File: config.mk
export PLATFORM = sky130hd
export DESIGN_NAME = spi_cmd_master
export DESIGN_NICKNAME = d
export VERILOG_FILES = /design/src/source/spi_cmd_pkg.sv /design/src/source/spi_timing_pkg.sv /design/src/source/spi_cmd_queue.sv /design/src/source/spi_serializer.sv /design/src/source/spi_cmd_master.sv
export SDC_FILE = /design/constraint.sdc
export NUM_CORES = 1
export LEC_CHECK = 0
export ABC_AREA = 1
export BUFFER_PORTS_ARGS = -buffer_cell sky130_fd_sc_hd__buf_4
export CAP_MARGIN = 10
export CELL_PAD_IN_SITES_DETAIL_PLACEMENT = 2
export CELL_PAD_IN_SITES_GLOBAL_PLACEMENT = 2
export CORE_MARGIN = 4
export CORE_UTILIZATION = 35
export CTS_BUF_LIST = sky130_fd_sc_hd__clkbuf_16
export CTS_CLUSTER_DIAMETER = 40
export DETAILED_ROUTE_END_ITERATION = 10
export GPL_TIMING_DRIVEN = 0
export MAX_ROUTING_LAYER = met4
export PLACE_DENSITY = 0.74
export SLEW_MARGIN = 10
export SYNTH_ARGS = -nofsm -noshare
export SYNTH_HDL_FRONTEND = slang
export SYNTH_SLANG_ARGS = --single-unit
File: constraint.sdc
create_clock -name clk -period 3.3 [get_ports clk]
set_clock_uncertainty 0.15 [all_clocks]
set_input_delay 0.33 -clock clk [delete_from_list [all_inputs] [get_ports clk]]
set_output_delay 0.33 -clock clk [all_outputs]
set_load 0.05 [all_outputs]
File: src/source/spi_cmd_pkg.sv
package spi_cmd_pkg;

  // ####################
  // Command word layout.
  // ####################

  // Full command as the host presents it.
  localparam int CMD_WIDTH = 12;

  // Set for a write, clear for a read.
  localparam int RW_BIT = 11;

  // Register address field.
  localparam int ADDR_MSB = 10;
  localparam int ADDR_LSB = 8;

  // ####################
  // Frame lengths.
  // ####################

  // Write data sits in the low bits and a read result has the same width.
  localparam int DATA_WIDTH = 8;

  // A read sends only the flag and the address before the turnaround.
  localparam int RD_TX_BITS = 4;

endpackage

File: src/source/spi_timing_pkg.sv
package spi_timing_pkg;

  // ####################
  // Serial clock.
  // ####################

  // One bit lasts two sclk half periods of this many clk cycles each.
  localparam int DEF_HALF_PERIOD = 4;

  // ####################
  // Read turnaround.
  // ####################

  // clk cycles between the read header and the first data bit.
  // cs stays low and sclk stays idle for the whole gap.
  localparam int DEF_GAP_CYCLES = 16;

endpackage

File: src/source/spi_cmd_queue.sv
`timescale 1ns/1ps

module spi_cmd_queue import spi_cmd_pkg::*; (
  input  logic                 clk,
  input  logic                 rst_n,
  input  logic [CMD_WIDTH-1:0] cmd_in,
  input  logic                 cmd_vld,
  input  logic                 frame_take,
  output logic                 cmd_rdy,
  output logic [CMD_WIDTH-1:0] frame_cmd,
  output logic                 frame_vld
);

  logic [CMD_WIDTH-1:0] entry [2];
  logic [1:0]           entry_vld;
  logic                 head;
  logic                 tail;
  logic                 push;
  logic                 pop;

  // ####################
  // Handshakes.
  // ####################

  assign cmd_rdy = ~(&entry_vld); // Room while at least one slot is free.
  assign push    = cmd_vld && cmd_rdy;
  assign pop     = frame_take && frame_vld;

  // The oldest entry is always the one offered to the serializer.
  assign frame_vld = entry_vld[head];
  assign frame_cmd = entry[head];

  // ####################
  // Slot bookkeeping.
  // ####################

  // A push needs a free tail slot and a pop needs a full head slot, so the
  // two never touch the same valid bit in one cycle.
  always_ff @(posedge clk or negedge rst_n)
  begin
    if (!rst_n)
    begin
      entry_vld <= 2'b00;
      head      <= 1'b0;
      tail      <= 1'b0;
    end
    else
    begin
      if (push)
      begin
        entry_vld[tail] <= 1'b1;
        tail            <= ~tail;
      end
      if (pop)
      begin
        entry_vld[head] <= 1'b0;
        head            <= ~head;
      end
    end
  end

  always_ff @(posedge clk)
  begin
    if (push)
    begin
      entry[tail] <= cmd_in;
    end
  end

endmodule

File: src/source/spi_serializer.sv
`timescale 1ns/1ps

module spi_serializer import spi_cmd_pkg::*; #(
  parameter int HALF_PERIOD = 1,
  parameter int GAP_CYCLES  = 1
) (
  input  logic                  clk,
  input  logic                  rst_n,
  input  logic [CMD_WIDTH-1:0]  frame_cmd,
  input  logic                  frame_vld,
  input  logic                  miso,
  output logic                  frame_take,
  output logic                  frame_busy,
  output logic                  sclk,
  output logic                  cs,
  output logic                  mosi,
  output logic                  read_vld,
  output logic [DATA_WIDTH-1:0] read_data
);

  localparam int DIV_W = $clog2(2 * HALF_PERIOD);
  localparam int GAP_W = $clog2(GAP_CYCLES + 1);
  localparam int BIT_W = $clog2(CMD_WIDTH);

  typedef enum logic [2:0] {
    ST_IDLE,
    ST_SEND,
    ST_GAP,
    ST_RECV,
    ST_FINISH
  } state_t;

  state_t               state;
  logic [DIV_W-1:0]     div_cnt;
  logic [GAP_W-1:0]     gap_cnt;
  logic [BIT_W-1:0]     bit_cnt;
  logic [BIT_W-1:0]     last_tx_bit;
  logic [CMD_WIDTH-1:0] shift_reg;
  logic                 is_read;
  logic                 shifting;
  logic                 rise_tick;
  logic                 fall_tick;

  assign shifting    = (state == ST_SEND) || (state == ST_RECV);
  assign rise_tick   = shifting && (div_cnt == DIV_W'(HALF_PERIOD - 1));
  assign fall_tick   = shifting && (div_cnt == DIV_W'(2 * HALF_PERIOD - 1));
  assign last_tx_bit = is_read ? BIT_W'(RD_TX_BITS - 1) : BIT_W'(CMD_WIDTH - 1);
  assign frame_busy  = frame_take || (state != ST_IDLE);

  // ####################
  // sclk divider.
  // ####################

  // Each bit starts with sclk low, so the divider restarts on every entry.
  always_ff @(posedge clk or negedge rst_n)
  begin
    if (!rst_n)
    begin
      div_cnt <= '0;
      sclk    <= 1'b0;
    end
    else if (!shifting)
    begin
      div_cnt <= '0;
      sclk    <= 1'b0;
    end
    else
    begin
      div_cnt <= fall_tick ? '0 : div_cnt + 1'b1;
      if (rise_tick)
        sclk <= 1'b1;
      else if (fall_tick)
        sclk <= 1'b0;
    end
  end

  // ####################
  // Frame FSM.
  // ####################

  always_ff @(posedge clk or negedge rst_n)
  begin
    if (!rst_n)
    begin
      state      <= ST_IDLE;
      bit_cnt    <= '0;
      gap_cnt    <= '0;
      is_read    <= 1'b0;
      frame_take <= 1'b0;
      cs         <= 1'b1;
      mosi       <= 1'b0;
      read_vld   <= 1'b0;
    end
    else
    begin
      frame_take <= 1'b0;
      read_vld   <= 1'b0;
      case (state)
        ST_IDLE:
        begin
          if (frame_take) // Head is still on frame_cmd during the pop.
          begin
            is_read <= ~frame_cmd[RW_BIT];
            mosi    <= frame_cmd[CMD_WIDTH-1];
            cs      <= 1'b0;
            bit_cnt <= '0;
            state   <= ST_SEND;
          end
          else if (frame_vld)
          begin
            frame_take <= 1'b1;
          end
        end
        ST_SEND:
        begin
          if (fall_tick && (bit_cnt == last_tx_bit))
          begin
            mosi    <= 1'b0;
            bit_cnt <= '0;
            gap_cnt <= '0;
            state   <= is_read ? ST_GAP : ST_FINISH;
          end
          else if (fall_tick)
          begin
            mosi    <= shift_reg[CMD_WIDTH-2]; // Next bit goes out while sclk is low.
            bit_cnt <= bit_cnt + 1'b1;
          end
        end
        ST_GAP:
        begin
          gap_cnt <= gap_cnt + 1'b1;
          if (gap_cnt == GAP_W'(GAP_CYCLES - 1))
            state <= ST_RECV;
        end
        ST_RECV:
        begin
          if (fall_tick && (bit_cnt == BIT_W'(DATA_WIDTH - 1)))
            state <= ST_FINISH;
          else if (fall_tick)
            bit_cnt <= bit_cnt + 1'b1;
        end
        ST_FINISH:
        begin
          cs       <= 1'b1;
          read_vld <= is_read;
          state    <= ST_IDLE;
        end
        default:
        begin
          state <= ST_IDLE;
        end
      endcase
    end
  end

  // One register serves both directions. Header bits leave at the top while
  // read data enters at the bottom, so the byte ends up in the low bits.
  always_ff @(posedge clk)
  begin
    if ((state == ST_IDLE) && frame_take)
      shift_reg <= frame_cmd;
    else if ((state == ST_SEND) && fall_tick)
      shift_reg <= shift_reg << 1;
    else if ((state == ST_RECV) && rise_tick)
      shift_reg <= {shift_reg[CMD_WIDTH-2:0], miso};
    if ((state == ST_FINISH) && is_read)
      read_data <= shift_reg[DATA_WIDTH-1:0];
  end

endmodule

File: src/source/spi_cmd_master.sv
`timescale 1ns/1ps

module spi_cmd_master import spi_cmd_pkg::*, spi_timing_pkg::*; #(
  parameter int HALF_PERIOD = DEF_HALF_PERIOD,
  parameter int GAP_CYCLES  = DEF_GAP_CYCLES
) (
  input  logic                  clk,
  input  logic                  rst_n,
  input  logic [CMD_WIDTH-1:0]  cmd_in,
  input  logic                  cmd_vld,
  input  logic                  miso,
  output logic                  cmd_rdy,
  output logic                  sclk,
  output logic                  cs,
  output logic                  mosi,
  output logic                  read_vld,
  output logic [DATA_WIDTH-1:0] read_data
);

  logic [CMD_WIDTH-1:0] frame_cmd;
  logic                 frame_vld;
  logic                 frame_take;
  logic                 frame_busy; // Watched by the bound properties.

  // Two-slot command buffer in front of the serial engine.
  spi_cmd_queue u_queue (
    .clk        (clk),
    .rst_n      (rst_n),
    .cmd_in     (cmd_in),
    .cmd_vld    (cmd_vld),
    .frame_take (frame_take),
    .cmd_rdy    (cmd_rdy),
    .frame_cmd  (frame_cmd),
    .frame_vld  (frame_vld)
  );

  spi_serializer #(
    .HALF_PERIOD (HALF_PERIOD),
    .GAP_CYCLES  (GAP_CYCLES)
  ) u_serializer (
    .clk        (clk),
    .rst_n      (rst_n),
    .frame_cmd  (frame_cmd),
    .frame_vld  (frame_vld),
    .miso       (miso),
    .frame_take (frame_take),
    .frame_busy (frame_busy),
    .sclk       (sclk),
    .cs         (cs),
    .mosi       (mosi),
    .read_vld   (read_vld),
    .read_data  (read_data)
  );

endmodule

After elaboration in Yosys (flattened, before gate mapping):

Memories as Yosys holds them, arrays and structs flattened.
Index checks and enable logic that the tools add are counted.
W data, S select, Z words.

* flip-flop bits (word level): 44
* memory bits (writable): 24
* memories kept: 1

* add/sub/neg operators: 3
* $lt $le $gt $ge: 4
* equality and inequality tests: 16
* multiplexer cells: 42
* bitwise logic cells: 7
* reduce and logical (&&, ||, !) cells: 26

Memory list
* u_queue.entry: depth 2, width 12, read ports 1, clocked after memory_dff 0, wr ports 1, RTL line spi_cmd_queue.sv:14 `logic [CMD_WIDTH-1:0] entry [2];`

Operator list (count)
* $mux W11: 3
* $mux W3: 7
* $mux W4: 5
* $mux W1: 17
* $logic_and A1 B1 Y1: 12
* $pmux W3 S4: 1
* $pmux W4 S3: 1
* $pmux W5 S2: 1
* $eq A3 B2 Y1 const B: 3
* $reduce_and A2 Y1: 4
* $eq A3 B3 Y1 const B: 2
* $ne A2 B2 Y1 const B: 3
* $reduce_and A3 Y1: 2
* $reduce_bool A2 Y1: 3
* $reduce_bool A3 Y1: 2
* $add A5 B1 Y5 const B: 1
* $eq A5 B4 Y1 const B: 1
* $mux W5: 1
* $add A4 B1 Y4 const B: 1
* $eq A4 B3 Y1 const B: 1
* $eq A4 B4 Y1: 1
* $lt A1 B2 Y1 const B: 2
* $mux W2: 2
* $ne A2 B1 Y1 const B: 2
* 14 further kinds: 20

Depth between registers and ports, before layout:

* word-level depth: 8
* depth in mapped cells: 10

Cells and area by module:

Synthesis repeated with hierarchy kept, for this count alone.

* cells, all modules: 294
* area total of the unflattened synthesis: 2961.6 um2

Modules (own cells, without submodules)
* spi_serializer: times used 1, cells each 207, area each 1879.3 um2, seq. area each 1097.3 um2
* spi_cmd_queue: times used 1, cells each 87, area each 1082.3 um2, seq. area each 820.8 um2

Worst setup path after synthesis:

No wires, ideal clock.

* path type: flip-flop to flip-flop
* from: reg u_serializer.div_cnt[0]
* to: reg u_serializer.shift_reg[0], enable pin
* data arrival time: 1522 ps
* required time: 2756 ps
* slack: 1234 ps
* stages on the path, launching flop included: 5
* period minus slack after synthesis: 2066 ps
* cells stage by stage: dfrtp_1 ha_1 ha_1 inv_1 o21ai_0

* longest elaborated chain between the ends: 4
* elaborated cells on any way between the ends: 7

RTL lines
* start, declared: RTL line spi_serializer.sv:34 `logic [DIV_W-1:0] div_cnt;`
* start signal, assigned: RTL line spi_serializer.sv:69 `div_cnt <= fall_tick ? '0 : div_cnt + 1'b1;`
* $eq A3 B2 Y1 / $eq A3 B3 Y1 (equally long branches): RTL line spi_serializer.sv:45, spi_serializer.sv:46
* $logic_and A1 B1 Y1, on equally long branches: RTL line spi_serializer.sv:45, spi_serializer.sv:46
* $logic_and A1 B1 Y1, on equally long branches: RTL line spi_serializer.sv:164, spi_serializer.sv:162
* $reduce_bool A3 Y1 (no source line) (*)
* end signal, assigned: RTL line spi_serializer.sv:161 `shift_reg <= frame_cmd;`
* end signal, assigned: RTL line spi_serializer.sv:163 `shift_reg <= shift_reg << 1;`
* end signal, assigned: RTL line spi_serializer.sv:165 `shift_reg <= {shift_reg[CMD_WIDTH-2:0], miso};`
* end, declared: RTL line spi_serializer.sv:38 `logic [CMD_WIDTH-1:0] shift_reg;`

Mark *: on every way between the ends. The rest lies on a longest branch, timed or not.
A chain may end at the register's enable or synchronous reset.

Worst setup path in the final report:

* from: reg u_serializer.state[0]
* to: reg u_serializer.shift_reg[7], enable pin

* longest elaborated chain between the ends: 5
* elaborated cells on any way between the ends: 10

RTL lines
* start, declared: RTL line spi_serializer.sv:33 `state_t state;`
* start signal, assigned: RTL line spi_serializer.sv:121 `state <= is_read ? ST_GAP : ST_FINISH;`
* $eq A3 B1 Y1 / $eq A3 B2 Y1 (equally long branches): RTL line spi_serializer.sv:44, spi_serializer.sv:162, spi_serializer.sv:164
* $logic_or A1 B1 Y1: RTL line spi_serializer.sv:44 `assign shifting = (state == ST_SEND) || (state == ST_RECV);`
* $logic_and A1 B1 Y1, on equally long branches: RTL line spi_serializer.sv:45, spi_serializer.sv:46
* $logic_and A1 B1 Y1, on equally long branches: RTL line spi_serializer.sv:164, spi_serializer.sv:162
* $reduce_bool A3 Y1 (no source line) (*)

Marks and branches as above.

==> results.json <==
{
  "outcome": "finished clean",
  "met3_usage_pct": 4.39,
  "die_x_um": 98.7,
  "drc": 0,
  "htree_levels": 3,
  "area_growth_pct": 24.8,
  "cpLargestDelayFamily": "buffers and inverters",
  "ys_types": 29,
  "routedWlPerCell_um": 19.2,
  "grtUsageMet1_pct": 20.4,
  "fin_crit_sh_pct": 68.8,
  "fin_util_pct": 45.8,
  "cpMostUsedCell": "inv_2",
  "synth_area_leader_cell": "edfxtp_1",
  "drive_gt1_share_pct": 22.0,
  "grt.overflow.total": 0,
  "fillCellCount": 828,
  "grt_pass1_vias": 2348,
  "hold_path_class": "input pin to flop",
  "synth_edf_count": 43,
  "dieArea_um2": 9740,
  "cts.sink_count": 68,
  "dpl-instance-area_um2": 3220,
  "clk_pin_slew_ps": 60,
  "synthCells": 259,
  "globalplace.congestion": 0.745,
  "synth-async-reset-ratio_pct": 36.8,
  "cp.buffers_inverters": 4,
  "fmax_ghz": 0.440,
  "multi_input_area_um2": 837,
  "portBuffers": 28,
  "rows": 32,
  "arrival_ps": 2160,
  "setup_viol": 0,
  "drv_slew": 0,
  "clk_latency_ps": 340,
  "slew_headroom_pct": 45.7,
  "place_ws_ps": 1000,
  "grt_max_degree": 26,
  "firstDrtPassIters": 4,
  "vias_per_cell": 5.08,
  "num_vias": 2068,
  "num_io_pins": 29,
  "cts_setup_buffers": 0,
  "required_ps": 3190,
  "seqCellArea_um2": 1920,
  "ir_worst_vdd_uv": 444,
  "synthTopCellsByArea": "edfxtp_1 45%, dfrtp_1 21%, nand2_1 7.2%",
  "start_util_pct": 36.7,
  "tritoncts": "done",
  "total_leakage_power_nw": 1.54,
  "hold_viol_final": 0,
  "syn_avg_cell_area_um2": 11.1,
  "synth-seq-cells": 68,
  "rsz0062_at_grt": "false",
  "grt_pass1_wl_um": 12700,
  "synth_nets": 281,
  "final_nets": 322,
  "chipHeight_um": 98.7,
  "grt-busiest-layer": "met2",
  "critPathLaunchType": "flop",
  "slowest_stage": "dfrtp_1",
  "synth_area_um2": 2880,
  "tightest_slew_ps": 813,
  "min_period_ps": 2270,
  "crit_fanout": 7,
  "drtIter0Drc": 58,
  "maxCapViolations": 0,
  "worstPathCellList": "inv_2 > nor2_4 > inv_2 > nor2_4 > nand2_1 > nand2_1 > inv_2 > o21ai_1 > buf_4",
  "synth_top_area_share_pct": 44.9,
  "numCtsBuffers": 9,
  "antenna_cells": 0,
  "setup_slack_ps": 1030,
  "dp_hpwl_um": 5360,
  "cts.path.max_buffers": 2,
  "final_area_um2": 3590,
  "yosysWarningCount": 0,
  "synth_ff_type": "edfxtp_1",
  "core_um2": 7850,
  "crit_path_end_kind": "flop",
  "grtUsageTotal_pct": 18.0,
  "totalWireLength_um": 7820,
  "clockRootBuffer": "clkbuf_16",
  "worstSetupPathType": "flop to flop",
  "synth-seq-area-share_pct": 66.7,
  "p_per_area_nw_per_um2": 902,
  "met2_usage_pct": 31.0,
  "ant_nets": 0,
  "max_stage_delay_ps": 460,
  "worst_hold_slack_ps": 22.7,
  "final.setup.tns_ps": 0,
  "grt_antenna_before_repair": 0,
  "largest_reg_flops": 24
}
power by group:
| part | switching, mW | total (mW) | internal, mW | leakage, nW |
|---|---|---|---|---|
| registers | 0.124 | 1.25 | 1.13 | 0.713 |
| clock network | 0.378 | 1.12 | 0.743 | 0.166 |
| logic | 0.614 | 0.867 | 0.253 | 0.658 |
final cells by class:
class	count	area share, %
sequential	68	53.4
tap	102	3.55
inverter	26	2.72
clock buffer	9	6.27
multi-input combinational	159	23.3
timing repair buffer	30	6.34
buffer	6	0.975
clock inverter	7	3.45
cells in the final DEF (no fill, tap or decap), types with 2 or more instances in the layout:
cell type / Yosys / routed
edfxtp_1: 43 / 43
nor3_1: 3 / 2
nand4_1: 3 / 3
o21ai_1: 2 / 3
a21oi_1: 2 / 2
clkinv_4: 0 / 2
inv_1: 21 / 21
o31ai_1: 11 / 11
a2bb2oi_1: 2 / 2
o21ai_0: 10 / 9
dfrtp_1: 24 / 24
ha_1: 6 / 6
nor2_2: 1 / 3
nand3_1: 14 / 14
nand2_1: 55 / 55
buf_2: 4 / 4
nand2_2: 2 / 2
nor2_1: 35 / 33
xor2_1: 4 / 4
nor2_4: 3 / 3
inv_2: 5 / 5
bufinv_16: 0 / 3
buf_4: 0 / 29
clkbuf_16: 0 / 9
cell usage after synthesis, types with 2 or more instances:
cell type	number
nor2_1	35
nand2_2	2
nand2_1	55
nor3_1	3
buf_2	4
nand4_1	3
inv_2	5
nor2_4	3
ha_1	6
a2bb2oi_1	2
edfxtp_1	43
o31ai_1	11
inv_1	21
nand3_1	14
o21ai_0	10
dfrtp_1	24
a21oi_1	2
o21ai_1	2
xor2_1	4
stage by stage:
step                power (mW)  cells
floorplan                 1.81    259
global placement          2.04    389
detailed placement        2.13    390
CTS                       3.28    407
global route              3.43    407
finish                    3.24    407
final timing paths:
kind                       slack, ps  cells past startpoint                   endpoint               startpoint
max                             1030                      9  u_serializer.shift_reg[7]    u_serializer.state[0]
min reg2reg                      310                      1    u_serializer.div_cnt[0]  u_serializer.div_cnt[0]
max reg2reg                     1030                      9  u_serializer.shift_reg[7]    u_serializer.state[0]
min in group asynchronous        290                      2          u_serializer.sclk                    rst_n
max in group asynchronous       2400                      2            u_serializer.cs                    rst_n
min                               20                      1        u_queue.entry[0][7]                cmd_in[7]
cells by family after synthesis:
| logic type | Yosys count | synth area share [%] |
|---|---|---|
| simple gates | 117 | 17.5 |
| flops | 68 | 66.7 |
| buf+inv | 32 | 4.61 |
| compound gates | 31 | 7.04 |
| fa+ha+maj | 6 | 2.61 |
| xor+xnor | 4 | 1.22 |
| mux | 1 | 0.348 |
metal layers:
metal,wire (um),vias up,share of wire (%)
li1,-,964,-
met1,3290,1052,42
met2,4120,38,53
met3,248,14,3.2
met4,158,0,2.0
met5,0,-,0
timing repair:
action                     in CTS  in global routing
hold buffers                    1                  0
setup endpoints to repair       0                  0
hold endpoints to repair       24                  0
resized for setup               0                  0
Power figures use the tool's default switching activity.
